==> src/rtl/frame_rx_config.svh <==
`ifndef FRAME_RX_CONFIG_SVH
`define FRAME_RX_CONFIG_SVH

// ========================================
// frame receive path sizing
// ========================================

// number of data bits in one received byte, parity not included
`define FRAME_RX_BYTE_BITS 8

// width of the partial-bit count reported at end of frame
// it also indexes the bits of a byte as they are collected
`define FRAME_RX_COUNT_WIDTH 3

`endif
==> src/rtl/frame_rx_pkg.sv <==
`default_nettype none

package frame_rx_pkg;

    // ========================================
    // input sequence classes
    // ========================================

    // classified modified-Miller sequence for one bit period
    // seq_invalid covers any pause pattern that is none of X, Y or Z
    typedef enum logic [1:0] {
        seq_x,
        seq_y,
        seq_z,
        seq_invalid
    } miller_seq_t;

    // ========================================
    // decoded symbols
    // ========================================

    // what the decode stage hands to the byte assembler
    // sym_eoc and sym_seq_error both end the current frame
    typedef enum logic [2:0] {
        sym_soc,
        sym_zero,
        sym_one,
        sym_eoc,
        sym_seq_error
    } frame_sym_t;

endpackage

`default_nettype wire

==> src/rtl/frame_rx_top.sv <==
`timescale 1ns/1ns
`default_nettype none

`include "frame_rx_config.svh"

module frame_rx_top (
    input  logic                                clk,
    input  logic                                reset,
    input  logic                                seq_valid,
    input  frame_rx_pkg::miller_seq_t           seq,
    output logic                                soc,
    output logic                                eoc,
    output logic [`FRAME_RX_BYTE_BITS-1:0]      data,
    output logic [`FRAME_RX_COUNT_WIDTH-1:0]    data_bits,
    output logic                                data_valid,
    output logic                                sequence_error,
    output logic                                parity_error
);

    // ========================================
    // stage to stage links
    // ========================================

    // decode to assembler
    logic                                sym_valid;
    frame_rx_pkg::frame_sym_t            sym;

    // assembler to output stage, one flag at a time apart from eoc
    // with an unterminated byte
    logic                                ev_soc;
    logic                                ev_eoc;
    logic                                ev_byte;
    logic                                ev_parity_error;
    logic                                ev_sequence_error;
    logic [`FRAME_RX_BYTE_BITS-1:0]      ev_data;
    logic [`FRAME_RX_COUNT_WIDTH-1:0]    ev_bits;

    // Miller sequences to bits
    miller_sequence_decode i_decode (
        .clk       (clk),
        .reset     (reset),
        .seq_valid (seq_valid),
        .seq       (seq),
        .sym_valid (sym_valid),
        .sym       (sym)
    );

    // bits to bytes with parity
    frame_byte_assembler i_assembler (
        .clk               (clk),
        .reset             (reset),
        .sym_valid         (sym_valid),
        .sym               (sym),
        .ev_soc            (ev_soc),
        .ev_eoc            (ev_eoc),
        .ev_byte           (ev_byte),
        .ev_parity_error   (ev_parity_error),
        .ev_sequence_error (ev_sequence_error),
        .ev_data           (ev_data),
        .ev_bits           (ev_bits)
    );

    // registered frame events
    frame_event_output i_output (
        .clk               (clk),
        .reset             (reset),
        .ev_soc            (ev_soc),
        .ev_eoc            (ev_eoc),
        .ev_byte           (ev_byte),
        .ev_parity_error   (ev_parity_error),
        .ev_sequence_error (ev_sequence_error),
        .ev_data           (ev_data),
        .ev_bits           (ev_bits),
        .soc               (soc),
        .eoc               (eoc),
        .data_valid        (data_valid),
        .sequence_error    (sequence_error),
        .parity_error      (parity_error),
        .data              (data),
        .data_bits         (data_bits)
    );

endmodule

`default_nettype wire

==> src/rtl/frame_event_output.sv <==
`timescale 1ns/1ns
`default_nettype none

`include "frame_rx_config.svh"

module frame_event_output (
    input  logic                                clk,
    input  logic                                reset,
    input  logic                                ev_soc,
    input  logic                                ev_eoc,
    input  logic                                ev_byte,
    input  logic                                ev_parity_error,
    input  logic                                ev_sequence_error,
    input  logic [`FRAME_RX_BYTE_BITS-1:0]      ev_data,
    input  logic [`FRAME_RX_COUNT_WIDTH-1:0]    ev_bits,
    output logic                                soc,
    output logic                                eoc,
    output logic                                data_valid,
    output logic                                sequence_error,
    output logic                                parity_error,
    output logic [`FRAME_RX_BYTE_BITS-1:0]      data,
    output logic [`FRAME_RX_COUNT_WIDTH-1:0]    data_bits
);

    logic partial_eoc;
    logic data_event;

    // end of frame carrying a short or anticollision remainder
    // ev_bits is only looked at while ev_eoc is high
    assign partial_eoc = ev_eoc && !ev_sequence_error && (ev_bits != '0);
    // either a whole checked byte or the remainder above
    assign data_event  = ev_byte || partial_eoc;

    // ========================================
    // registered event outputs
    // ========================================

    always_ff @(posedge clk) begin
        if (reset) begin
            soc            <= 1'b0;
            eoc            <= 1'b0;
            data_valid     <= 1'b0;
            sequence_error <= 1'b0;
            parity_error   <= 1'b0;
            data           <= '0;
            data_bits      <= '0;
        end else begin
            soc            <= ev_soc;
            eoc            <= ev_eoc;
            sequence_error <= ev_sequence_error;
            parity_error   <= ev_parity_error;
            data_valid     <= data_event;

            // a full byte reports zero here, as does every non-data cycle
            if (partial_eoc) begin
                data_bits <= ev_bits;
            end else begin
                data_bits <= '0;
            end

            // data keeps the last byte until the next data event
            if (data_event) begin
                data <= ev_data;
            end
        end
    end

endmodule

`default_nettype wire

==> src/rtl/frame_byte_assembler.sv <==
`timescale 1ns/1ns
`default_nettype none

`include "frame_rx_config.svh"

module frame_byte_assembler (
    input  logic                                clk,
    input  logic                                reset,
    input  logic                                sym_valid,
    input  frame_rx_pkg::frame_sym_t            sym,
    output logic                                ev_soc,
    output logic                                ev_eoc,
    output logic                                ev_byte,
    output logic                                ev_parity_error,
    output logic                                ev_sequence_error,
    output logic [`FRAME_RX_BYTE_BITS-1:0]      ev_data,
    output logic [`FRAME_RX_COUNT_WIDTH-1:0]    ev_bits
);

    // index of the last data bit, after it the parity bit follows
    localparam int unsigned last_index = `FRAME_RX_BYTE_BITS - 1;

    logic [`FRAME_RX_BYTE_BITS-1:0]   shift_data;
    logic [`FRAME_RX_COUNT_WIDTH-1:0] bit_count;
    logic                             byte_full;
    logic                             parity_acc;
    logic                             abandoned;
    logic                             accept;
    logic                             is_bit;
    logic                             bit_value;
    logic                             parity_ok;

    // after a parity error only a new start is taken
    assign accept    = sym_valid && (!abandoned || sym == frame_rx_pkg::sym_soc);
    assign is_bit    = (sym == frame_rx_pkg::sym_zero) || (sym == frame_rx_pkg::sym_one);
    assign bit_value = (sym == frame_rx_pkg::sym_one);
    // odd parity: the eight data bits and the parity bit xor to one
    assign parity_ok = parity_acc ^ bit_value;

    // ========================================
    // control and event flags
    // ========================================

    always_ff @(posedge clk) begin
        if (reset) begin
            ev_soc            <= 1'b0;
            ev_eoc            <= 1'b0;
            ev_byte           <= 1'b0;
            ev_parity_error   <= 1'b0;
            ev_sequence_error <= 1'b0;
            bit_count         <= '0;
            byte_full         <= 1'b0;
            parity_acc        <= 1'b0;
            abandoned         <= 1'b0;
        end else begin
            ev_soc            <= 1'b0;
            ev_eoc            <= 1'b0;
            ev_byte           <= 1'b0;
            ev_parity_error   <= 1'b0;
            ev_sequence_error <= 1'b0;

            if (accept) begin
                case (sym)
                    frame_rx_pkg::sym_soc: begin
                        ev_soc     <= 1'b1;
                        bit_count  <= '0;
                        byte_full  <= 1'b0;
                        parity_acc <= 1'b0;
                        abandoned  <= 1'b0;
                    end
                    frame_rx_pkg::sym_zero, frame_rx_pkg::sym_one: begin
                        if (byte_full) begin
                            // this is the ninth bit, the parity of the byte
                            byte_full  <= 1'b0;
                            parity_acc <= 1'b0;
                            if (parity_ok) begin
                                ev_byte <= 1'b1;
                            end else begin
                                ev_parity_error <= 1'b1;
                                abandoned       <= 1'b1;
                            end
                        end else begin
                            // the count wraps to zero as the byte fills
                            bit_count  <= bit_count + 1'b1;
                            parity_acc <= parity_acc ^ bit_value;
                            if (bit_count == `FRAME_RX_COUNT_WIDTH'(last_index)) begin
                                byte_full <= 1'b1;
                            end
                        end
                    end
                    frame_rx_pkg::sym_eoc: begin
                        // a full byte without its parity bit is a broken frame
                        ev_eoc            <= 1'b1;
                        ev_sequence_error <= byte_full;
                    end
                    frame_rx_pkg::sym_seq_error: begin
                        ev_sequence_error <= 1'b1;
                    end
                    default: begin
                    end
                endcase
            end
        end
    end

    // ========================================
    // byte payload
    // ========================================

    // bits land at their own index, so a partial byte is already
    // right aligned with zeros above it
    always_ff @(posedge clk) begin
        if (accept) begin
            if (sym == frame_rx_pkg::sym_soc) begin
                shift_data <= '0;
            end else if (is_bit) begin
                if (byte_full) begin
                    ev_data    <= shift_data;
                    shift_data <= '0;
                end else begin
                    shift_data[bit_count] <= bit_value;
                end
            end else if (sym == frame_rx_pkg::sym_eoc) begin
                ev_data <= shift_data;
                ev_bits <= bit_count;
            end
        end
    end

endmodule

`default_nettype wire

==> src/rtl/miller_sequence_decode.sv <==
`timescale 1ns/1ns
`default_nettype none

module miller_sequence_decode (
    input  logic                    clk,
    input  logic                    reset,
    input  logic                    seq_valid,
    input  frame_rx_pkg::miller_seq_t seq,
    output logic                    sym_valid,
    output frame_rx_pkg::frame_sym_t  sym
);

    // the latest bit is always held back by one sequence
    // a zero followed by Y is the end pattern and must not reach the assembler
    typedef enum logic [1:0] {
        st_idle,
        st_held_start,
        st_held_zero,
        st_held_one
    } decode_state_t;

    decode_state_t            state;
    decode_state_t            next_state;
    logic                     emit;
    frame_rx_pkg::frame_sym_t emit_sym;

    // ========================================
    // next state and symbol
    // ========================================

    always_comb begin
        next_state = state;
        emit       = 1'b0;
        emit_sym   = frame_rx_pkg::sym_zero;

        if (seq_valid) begin
            case (state)
                // only Z opens a frame, everything else is line noise
                st_idle: begin
                    if (seq == frame_rx_pkg::seq_z) begin
                        emit       = 1'b1;
                        emit_sym   = frame_rx_pkg::sym_soc;
                        next_state = st_held_start;
                    end
                end

                // after SOC nothing is held, after a zero the zero is held
                st_held_start, st_held_zero: begin
                    case (seq)
                        frame_rx_pkg::seq_x: begin
                            emit       = (state == st_held_zero);
                            emit_sym   = frame_rx_pkg::sym_zero;
                            next_state = st_held_one;
                        end
                        frame_rx_pkg::seq_z: begin
                            emit       = (state == st_held_zero);
                            emit_sym   = frame_rx_pkg::sym_zero;
                            next_state = st_held_zero;
                        end
                        frame_rx_pkg::seq_y: begin
                            // held zero plus Y is end of communication
                            // so the held zero is dropped here
                            emit       = 1'b1;
                            emit_sym   = frame_rx_pkg::sym_eoc;
                            next_state = st_idle;
                        end
                        default: begin
                            emit       = 1'b1;
                            emit_sym   = frame_rx_pkg::sym_seq_error;
                            next_state = st_idle;
                        end
                    endcase
                end

                // a one is held, a zero after it is sent as Y
                st_held_one: begin
                    case (seq)
                        frame_rx_pkg::seq_x: begin
                            emit       = 1'b1;
                            emit_sym   = frame_rx_pkg::sym_one;
                            next_state = st_held_one;
                        end
                        frame_rx_pkg::seq_y: begin
                            emit       = 1'b1;
                            emit_sym   = frame_rx_pkg::sym_one;
                            next_state = st_held_zero;
                        end
                        default: begin
                            // Z after a one is not a legal Miller sequence
                            emit       = 1'b1;
                            emit_sym   = frame_rx_pkg::sym_seq_error;
                            next_state = st_idle;
                        end
                    endcase
                end

                default: begin
                    next_state = st_idle;
                end
            endcase
        end
    end

    // ========================================
    // registers
    // ========================================

    always_ff @(posedge clk) begin
        if (reset) begin
            state     <= st_idle;
            sym_valid <= 1'b0;
        end else begin
            state     <= next_state;
            sym_valid <= emit;
        end
    end

    // symbol payload only changes when a new one is issued
    always_ff @(posedge clk) begin
        if (emit) begin
            sym <= emit_sym;
        end
    end

endmodule

`default_nettype wire

==> config.mk <==
export PLATFORM = sky130hd
export DESIGN_NAME = frame_rx_top
export DESIGN_NICKNAME = d
export VERILOG_FILES = /design/src/rtl/frame_rx_pkg.sv /design/src/rtl/frame_rx_top.sv /design/src/rtl/frame_event_output.sv /design/src/rtl/frame_byte_assembler.sv /design/src/rtl/miller_sequence_decode.sv
export VERILOG_INCLUDE_DIRS = /design/src /design/src/rtl
export SDC_FILE = /design/constraint.sdc
export NUM_CORES = 1
export LEC_CHECK = 0
export BUFFER_PORTS_ARGS = -buffer_cell sky130_fd_sc_hd__buf_2
export CORE_MARGIN = 2
export CORE_UTILIZATION = 62
export CTS_BUF_LIST = sky130_fd_sc_hd__clkbuf_16
export CTS_CLUSTER_SIZE = 25
export DETAILED_ROUTE_END_ITERATION = 12
export HOLD_SLACK_MARGIN = 0.06
export PLACE_DENSITY = 0.8
export SKIP_CTS_REPAIR_TIMING = 1
export SYNTH_ARGS = -nofsm -noshare
export SYNTH_HDL_FRONTEND = slang
export SYNTH_SLANG_ARGS = --single-unit
==> constraint.sdc <==
create_clock -name clk -period 4.2 [get_ports clk]
set_input_delay 0.42 -clock clk [delete_from_list [all_inputs] [get_ports clk]]
set_output_delay 0.42 -clock clk [all_outputs]
set_load 0.05 [all_outputs]
### After elaboration in Yosys (flattened, before gate mapping)

Cells that the tools add are included.

| cells by class | value |
|---|---|
| bitwise gates (word level) | 7 |
| mux-type cells | 35 |
| magnitude comparators | 2 |
| add/subtract/negate cells | 1 |
| equal/unequal tests | 15 |
| reduce and logical (&&, ||, !) cells | 30 |

Operator list:

| cell | count |
|---|---|
| two-way mux 8 bit | 5 |
| two-way mux 1 bit | 14 |
| one-hot mux 3 bit (2 select lines) | 2 |
| AND reduction 4 bit | 3 |
| OR reduction 2 bit | 6 |
| one-hot mux 3 bit (3 select lines) | 1 |
| bitwise mux 8 bit | 1 |
| one-hot mux 1 bit (2 select lines) | 4 |
| one-hot mux 2 bit (2 select lines) | 2 |
| == test 2 bit (second input constant) | 3 |
| == test 3 x 2 -> 1 bit (second input constant) | 2 |
| == test 3 bit (second input constant) | 2 |
| two-way mux 3 bit | 2 |
| != test 2 x 1 -> 1 bit (second input constant) | 3 |
| NOT 1 bit | 6 |
| one-hot mux 2 bit (3 select lines) | 1 |
| AND reduction 2 bit | 3 |
| nonzero test 2 bit | 3 |
| == test 2 x 1 -> 1 bit (second input constant) | 2 |
| logical AND 1 bit | 4 |
| zero test 2 bit | 2 |
| less-than comparator 3 x 4 -> 1 bit (second input constant) | 1 |
| != test 2 bit (second input constant) | 2 |
| OR reduction 4 bit | 1 |
| 12 further kinds | 15 |

| storage, ports and cells | value |
|---|---|
| word-level logic and storage cells | 112 |
| register bits | 52 |

### Logic depth before layout (Yosys ltp)

Gate-level depths: netlist (run 1).

| logic depth | value |
|---|---|
| depth in word-level cells | 7 |
| depth in mapped cells | 6 |
| gate-level depth less buffers | 6 |

### Cells and area by module

From an unflattened synthesis (run 1), not the netlist that was laid out.

| second synthesis, totals | value |
|---|---|
| cell total of the unflattened synthesis | 214 |
| area total of the unflattened synthesis | 2,413.6 µm² |

Modules (own cells, without submodules):

| module | times used | seq. area each (µm²) | cells an instance | area an instance (µm²) |
|---|---|---|---|---|
| frame_byte_assembler | 1 | 790.8 | 122 | 1,452.6 |
| frame_event_output | 1 | 320.3 | 54 | 581.8 |
| miller_sequence_decode | 1 | 150.1 | 38 | 379.1 |

### Least setup slack after synthesis (run 1)

OpenSTA, ideal clock, no wires.

| timing | value |
|---|---|
| path type | flip-flop to flip-flop |
| start point | register i_decode.sym[0] |
| end point | register i_assembler.ev_data[0] (enable) |
| setup slack | 2.383 ns |
| clock period less this slack | 1.817 ns |
| buffers on the path | 1 |
| library setup time | 0.386 ns |
| cell stages (with the launch flop) | 4 |
| data arrival time | 1.431 ns |
| cell sequence | edfxtp_1 buf_2 o21ai_0 a211oi_1 |

| between the ends | value |
|---|---|
| longest elaborated chain between the ends | 4 |
| elaborated cells between the ends (all ways) | 11 |
| those cells by class | eq/ne (4); bitwise (1); reduce/logical (6) |

RTL lines:

| element | RTL line | RTL |
|---|---|---|
| start, declared | miller_sequence_decode.sv:10 | `output frame_rx_pkg::frame_sym_t sym` |
| start signal, assigned | miller_sequence_decode.sv:121 | `sym <= emit_sym;` |
| == test 3 x 1 -> 1 bit, or another cell as far along | frame_byte_assembler.sv:35 | `assign is_bit = (sym == frame_rx_pkg::sym_zero) \|\| (sym == frame_rx_pkg::sym_one);` |
| logical OR 1 bit, on equally long branches | frame_byte_assembler.sv:35, frame_byte_assembler.sv:34 |  |
| != test 2 x 1 -> 1 bit (no source line), or another cell as far along | n/a |  |
| AND reduction 4 bit (no source line) * | n/a |  |
| end signal, assigned | frame_byte_assembler.sv:118 | `ev_data <= shift_data;` |
| end signal, assigned | frame_byte_assembler.sv:124 | `ev_data <= shift_data;` |
| end, declared | frame_byte_assembler.sv:16 | `` output logic [`FRAME_RX_BYTE_BITS-1:0] ev_data, `` |

Mark *: on every way between the ends. The rest lies on a longest branch, timed or not.
A chain may end at the register's enable or synchronous reset.

### Worst setup path after layout (run 1)

| timing | value |
|---|---|
| start point | register i_assembler.ev_bits[1] |
| end point | register i_output.data[5] |

| between the ends | value |
|---|---|
| longest elaborated chain between the ends | 3 |

RTL lines:

| element | RTL line | RTL |
|---|---|---|
| start, declared | frame_byte_assembler.sv:17 | `` output logic [`FRAME_RX_COUNT_WIDTH-1:0] ev_bits `` |
| start signal, assigned | frame_byte_assembler.sv:125 | `ev_bits <= bit_count;` |
| nonzero test 3 bit | frame_event_output.sv:30 | `assign partial_eoc = ev_eoc && !ev_sequence_error && (ev_bits != '0);` |
| logical AND 1 bit | frame_event_output.sv:30 |  |
| logical OR 1 bit | frame_event_output.sv:32 | `assign data_event = ev_byte \|\| partial_eoc;` |
| end signal, assigned | frame_event_output.sv:63 | `data <= ev_data;` |
| end, declared | frame_event_output.sv:21 | `` output logic [`FRAME_RX_BYTE_BITS-1:0] data, `` |

Every way passes these cells.

==> impl_metrics.env, run 1 <==
export IMPL_wl_per_cell_um=14.3
export IMPL_vias=1447
export IMPL_ios=21
export IMPL_path_class="reg2reg"
export IMPL_ys_async_sr_fraction=0
export IMPL_dpl_hpwl_mm=2.53
export IMPL_fin_skew_ns=0.00658
export IMPL_p_leak_nw=1.02
export IMPL_worstPathCellList="or3_1 -> a31oi_1 -> mux2i_1 -> nor2_1"
export IMPL_syn_area_per_cell_sq_um=11.3
export IMPL_hp_class="reg2reg"
export IMPL_grt_setup_unrepaired="no"
export IMPL_startpoint="i_assembler.ev_bits[1]"
export IMPL_die_area_sq_um=4030
export IMPL_grt_max_degree=26
export IMPL_fin_nets=222
export IMPL_fmaxAchievable_ghz=0.471
export IMPL_drc=0
export IMPL_critPathCaptureType="flop"
export IMPL_grt_total_usage=0.208
export IMPL_cts_buffers=5
export IMPL_hold_violations=0
export IMPL_setup_tns_ns=0
export IMPL_ys_types=37
export IMPL_drt_iter0_markers=73
export IMPL_root_buffer="clkbuf_16"
export IMPL_htreeDepth=2
export IMPL_r2r_start="i_assembler.ev_bits[1]"
export IMPL_die_h_um=63.5
export IMPL_crit_cells=4
export IMPL_grt_pass1_vias=1432
export IMPL_first_pass_iters=4
export IMPL_p_per_area_nw_per_um2=400
export IMPL_critPathMaxFanout=9
export IMPL_synth_edf_count=22
export IMPL_max_slew_margin_rel=0.241
export IMPL_holdWs_ns=0.445
export IMPL_synth_area_leader_cell="edfxtp_1"
export IMPL_place_gp_congestion=0.916
export IMPL_grt_overflow=0
export IMPL_start_util=0.652
export IMPL_postRouteAntennaNets=0
export IMPL_totalWireLength_mm=3.69
export IMPL_synth_ff_type="dfxtp_1"
export IMPL_start_kind="flop"
export IMPL_reg2reg_depth=4
export IMPL_grt_pass1_wl_mm=6.43
export IMPL_num_rows=21
export IMPL_cp_data_required_time_ns=4.36
export IMPL_min_period_ns=2.12
export IMPL_cp_num_buf_inv=0
export IMPL_synth_area_leaders="edfxtp_1, dfxtp_1, mux2i_1"
export IMPL_dpl_cell_count=250
export IMPL_die_x_um=63.5
export IMPL_ys_seq_area_frac=0.575
export IMPL_synth_seq_cells=52
export IMPL_r2r_slack_ns=2.08
export IMPL_antenna_found_initial=0
export IMPL_drv_slew=0
export IMPL_maxCapViolations=0
export IMPL_slowest_delay_ns=0.85
export IMPL_cts_tree="yes"
export IMPL_final_util=0.729
export IMPL_crit_end="i_output.data[5]"
export IMPL_yosysWarnings=0
export IMPL_cp_arrival_ns=2.28
export IMPL_core_area_sq_um=3360
export IMPL_synth_top_area_frac=0.301
export IMPL_seq_area_sq_um=1260
export IMPL_nFillCells=243
export IMPL_syn_nets=205
export IMPL_ctsLongestPathBuffers=2
export IMPL_status="finished, final reports clean"
export IMPL_reg2reg_to="i_output.data[5]"
export IMPL_setup_viol=0
export IMPL_drive_above_1_share=0.156
export IMPL_ir_drop_uv=253
export IMPL_portBuffers=20
export IMPL_stdcell_count=258
export IMPL_clk_latency_ns=0.29
export IMPL_clkTransAtPathRegs_ns=0.07
export IMPL_synth_area_sq_um=2190
export IMPL_area_growth_pct=11.9
export IMPL_netlist_instances=194
export IMPL_cts_sink_count=52
export IMPL_antenna_cells=0
export IMPL_cp_slowest_cell="a31oi_1"
export IMPL_worst_pin_slew_ns=1.13
export IMPL_routed_via_density=5.61
export IMPL_finalCritPeriodShare=0.505
export IMPL_critical_path_top_delay_family="compound AO/OA/AOI/OAI gates"
export IMPL_multi_input_area_sq_um=866
## layout by cell type, fill, tap and decap left out, types with 2 or more instances in the layout
cell	netlist	final
and3_1	3	3
nor2_1	32	32
a22oi_1	2	2
inv_1	4	4
edfxtp_1	22	22
clkbuf_16	0	5
nor2b_1	7	7
nor4b_1	2	2
nand2b_4	2	2
dfxtp_1	30	30
buf_2	1	20
nand2_1	12	12
nor3b_1	3	3
a21oi_1	6	6
nor3_1	5	5
nand3b_1	3	3
nand2b_1	4	4
mux2i_1	20	20
ha_1	6	6
o21ai_0	4	4
a211oi_1	3	3
## worst register-to-register path, delay by kind of cell (launching register included)
family / cells / cell delay [ns]
muxes: 1 / 0.32
and+or+nand+nor: 2 / 0.45
DFF: 1 / 0.38
AOI/OAI and AO/OA: 1 / 0.85
## how the worst min path moves through the flow
stage / slack, ns / depth (start not counted) / to / start
final: 0.44 / 1 / i_output.parity_error / i_assembler.ev_parity_error
after global routing: 0.46 / 2 / i_decode.sym[0] / seq_valid
after CTS: 0.45 / 1 / i_output.parity_error / i_assembler.ev_parity_error
after detailed placement: 0.43 / 1 / i_output.parity_error / i_assembler.ev_parity_error
after global placement: 0.42 / 1 / i_output.parity_error / i_assembler.ev_parity_error
after floorplan: 0.41 / 1 / i_output.parity_error / i_assembler.ev_parity_error
## logic make-up after synthesis
group / count (synthesis) / synth area share
AND/OR/NAND/NOR: 79 / 0.193
flip-flops: 52 / 0.575
AO/OA/AOI/OAI: 23 / 0.0765
multiplexers: 20 / 0.0913
buffers and inverters: 14 / 0.0297
adder cells (fa/ha/maj): 6 / 0.0342
## final cells by class
class                           count  share of cell area
Inverter                            4             0.00612
Sequential cell                    52               0.514
Clock inverter                      3              0.0112
Clock buffer                        5              0.0510
Multi-Input combinational cell    128               0.353
Tap cell                           46              0.0235
Timing Repair Buffer               20              0.0408
## power breakdown
group          total [mW]  switching, mW  leakage, nW  internal (mW)
combinational      0.0372         0.0229        0.508         0.0143
sequential          0.536        0.00688        0.440          0.529
clock               0.407          0.181       0.0719          0.226
total               0.980          0.211         1.02          0.769
## registers in the layout, indices dropped and copies added, names as in the netlist, 2 cells and up
name / count
i_assembler.ev_data: 8
i_assembler.shift_data: 8
i_output.data: 8
i_assembler.bit_count: 3
i_assembler.ev_bits: 3
i_decode.sym: 3
i_output.data_bits: 3
i_decode.state: 2
## routing by layer
| layer | GRT usage | vias to the layer above | routed length, um |
|---|---|---|---|
| met5 | 0 | - | 0 |
| met4 | 0.103 | 0 | 99 |
| met3 | 0.0500 | 11 | 208 |
| met2 | 0.349 | 50 | 1810 |
| met1 | 0.251 | 673 | 1570 |
| li1 | - | 713 | - |
## cells in the mapped netlist, drive strengths merged, types with 5 or more instances
cell and count:
nor2 32, dfxtp 30, edfxtp 22, mux2i 20, nand2 12, clkbuf 7, nor2b 7, a21oi 6
ha 6, nand2b 6, nor3 5, o21ai 5
## per-stage QoR
step / cell area [sq um] / setup WS [ns] / power (mW)
floorplan: 2190 / 2.38 / 0.575
global route: 2450 / 1.90 / 1.01
detailed placement: 2300 / 2.14 / 0.584
global placement: 2300 / 2.21 / 0.581
finish: 2450 / 2.08 / 0.980
CTS: 2450 / 2.07 / 0.987
Note: power is estimated with default switching activity, not from simulation.
==> inputs of run 2 (changes only) <==
--- a/config.mk
+++ b/config.mk
@@ -8,12 +8,12 @@
 export LEC_CHECK = 0
 export BUFFER_PORTS_ARGS = -buffer_cell sky130_fd_sc_hd__buf_2
 export CORE_MARGIN = 2
-export CORE_UTILIZATION = 62
+export CORE_UTILIZATION = 57
 export CTS_BUF_LIST = sky130_fd_sc_hd__clkbuf_16
 export CTS_CLUSTER_SIZE = 25
 export DETAILED_ROUTE_END_ITERATION = 12
 export HOLD_SLACK_MARGIN = 0.06
-export PLACE_DENSITY = 0.8
+export PLACE_DENSITY = 0.74
 export SKIP_CTS_REPAIR_TIMING = 1
 export SYNTH_ARGS = -nofsm -noshare
 export SYNTH_HDL_FRONTEND = slang
==> constraint.sdc (replaced) <==
create_clock -name clk -period 2.2 [get_ports clk]
set_input_delay 0.22 -clock clk [delete_from_list [all_inputs] [get_ports clk]]
set_output_delay 0.22 -clock clk [all_outputs]
set_load 0.05 [all_outputs]
==> impl_metrics.env, run 2 (synthesized netlist as in run 1, its figures left out) <==
export IMPL_ir_drop_uv=556
export IMPL_setup_viol=0
export IMPL_grt_setup_unrepaired="no"
export IMPL_area_growth_pct=13.1
export IMPL_worstPathCellList="nand2_1 -> a211oi_1 -> buf_4"
export IMPL_grt_pass1_wl_mm=6.23
export IMPL_setup_tns_ns=0
export IMPL_hp_class="in2reg"
export IMPL_postRouteAntennaNets=0
export IMPL_cp_data_required_time_ns=2.20
export IMPL_core_area_sq_um=3690
export IMPL_status="finished, final reports clean"
export IMPL_num_rows=22
export IMPL_hold_violations=0
export IMPL_antenna_found_initial=0
export IMPL_portBuffers=20
export IMPL_maxCapViolations=0
export IMPL_grt_max_degree=26
export IMPL_fmaxAchievable_ghz=0.603
export IMPL_cts_tree="yes"
export IMPL_cts_sink_count=52
export IMPL_p_per_area_nw_per_um2=767
export IMPL_grt_overflow=0
export IMPL_clk_latency_ns=0.29
export IMPL_fin_nets=224
export IMPL_die_x_um=66.0
export IMPL_die_h_um=66.0
export IMPL_min_period_ns=1.66
export IMPL_vias=1419
export IMPL_routed_via_density=5.42
export IMPL_root_buffer="clkbuf_16"
export IMPL_cts_buffers=5
export IMPL_layout_common_cells="nor2_1, dfxtp_1, edfxtp_1"
export IMPL_start_util=0.594
export IMPL_wl_per_cell_um=13.7
export IMPL_fin_skew_ns=0.0104
export IMPL_cp_num_buf_inv=1
export IMPL_drive_above_1_share=0.159
export IMPL_antenna_cells=0
export IMPL_finalCritPeriodShare=0.754
export IMPL_ctsLongestPathBuffers=2
export IMPL_p_leak_nw=1.04
export IMPL_worst_pin_slew_ns=0.495
export IMPL_clkTransAtPathRegs_ns=0.07
export IMPL_grt_total_usage=0.194
export IMPL_first_pass_iters=4
export IMPL_holdWs_ns=0.246
export IMPL_start_kind="flop"
export IMPL_critPathCaptureType="flop"
export IMPL_ios=21
export IMPL_die_area_sq_um=4360
export IMPL_place_gp_congestion=0.813
export IMPL_path_class="reg2reg"
export IMPL_slowest_delay_ns=0.61
export IMPL_htreeDepth=2
export IMPL_drv_slew=0
export IMPL_drt_iter0_markers=63
export IMPL_totalWireLength_mm=3.59
export IMPL_dpl_hpwl_mm=2.62
export IMPL_grt_pass1_vias=1422
export IMPL_power_mw=1.90
export IMPL_drc=0
export IMPL_cp_arrival_ns=1.66
export IMPL_critPathMaxFanout=11
export IMPL_max_slew_margin_rel=0.667
export IMPL_final_common_cell="nor2_1"
export IMPL_cp_slowest_cell="edfxtp_1"
export IMPL_top_regs="i_assembler.ev_data (8), i_assembler.shift_data (8), i_output.data (8)"
export IMPL_critical_path_top_delay_family="flip-flops"
## run 2: cell count changes in the layout (fill, tap and decap cells not counted), sizes merged
cell and change:
inv -1, clkinvlp -1, clkinv +1, buf +2
clkbuf +1
## run 2: cell type report
class                   instances  area, sq um
flip-flops and latches         52         1260
multi-input cells             128          866
inverters                       4         15.0
repair buffers                 22          115
fillers                       299         1210
clock buffers                   6          150
well taps                      48         60.1
clock inverters                 2         12.5
## run 2: layer usage
| metal | vias up | part of all wire | track usage |
|---|---|---|---|
| met4 | 0 | 0.026 | 0.0893 |
| met5 | - | 0 | 0 |
| met1 | 660 | 0.40 | 0.212 |
| li1 | 717 | - | - |
| met3 | 9 | 0.054 | 0.0681 |
| met2 | 33 | 0.52 | 0.337 |
## run 2: final timing paths
check                              startpoint                endpoint  slack [ns]  cells past startpoint
setup / recovery              i_decode.sym[0]  i_assembler.ev_data[0]        0.54                      3
hold / removal                      seq_valid         i_decode.sym[0]        0.25                      2
setup reg to reg              i_decode.sym[0]  i_assembler.ev_data[0]        0.54                      3
hold reg to reg   i_assembler.ev_parity_error   i_output.parity_error        0.44                      1
## run 2: stage by stage
stage | cell area, sq um | util | cells | setup WS, ns
floorplan | 2190 | - | 194 | 0.383
global placement | 2320 | 0.628 | 254 | 0.626
detailed placement | 2320 | 0.628 | 254 | 0.598
CTS | 2480 | 0.672 | 262 | 0.563
global route | 2480 | 0.672 | 262 | 0.390
finish | 2480 | 0.672 | 262 | 0.542
## run 2: worst register-to-register path, cell delays in order (launching register included)
cell and delay (ns):
edfxtp_1 0.61, nand2_1 0.21, a211oi_1 0.32, buf_4 0.23
## run 2: power breakdown
group          leakage (nW)  switching, mW  internal, mW
registers             0.440         0.0130          1.01
clock network        0.0796          0.321         0.488
logic                 0.518         0.0432        0.0277
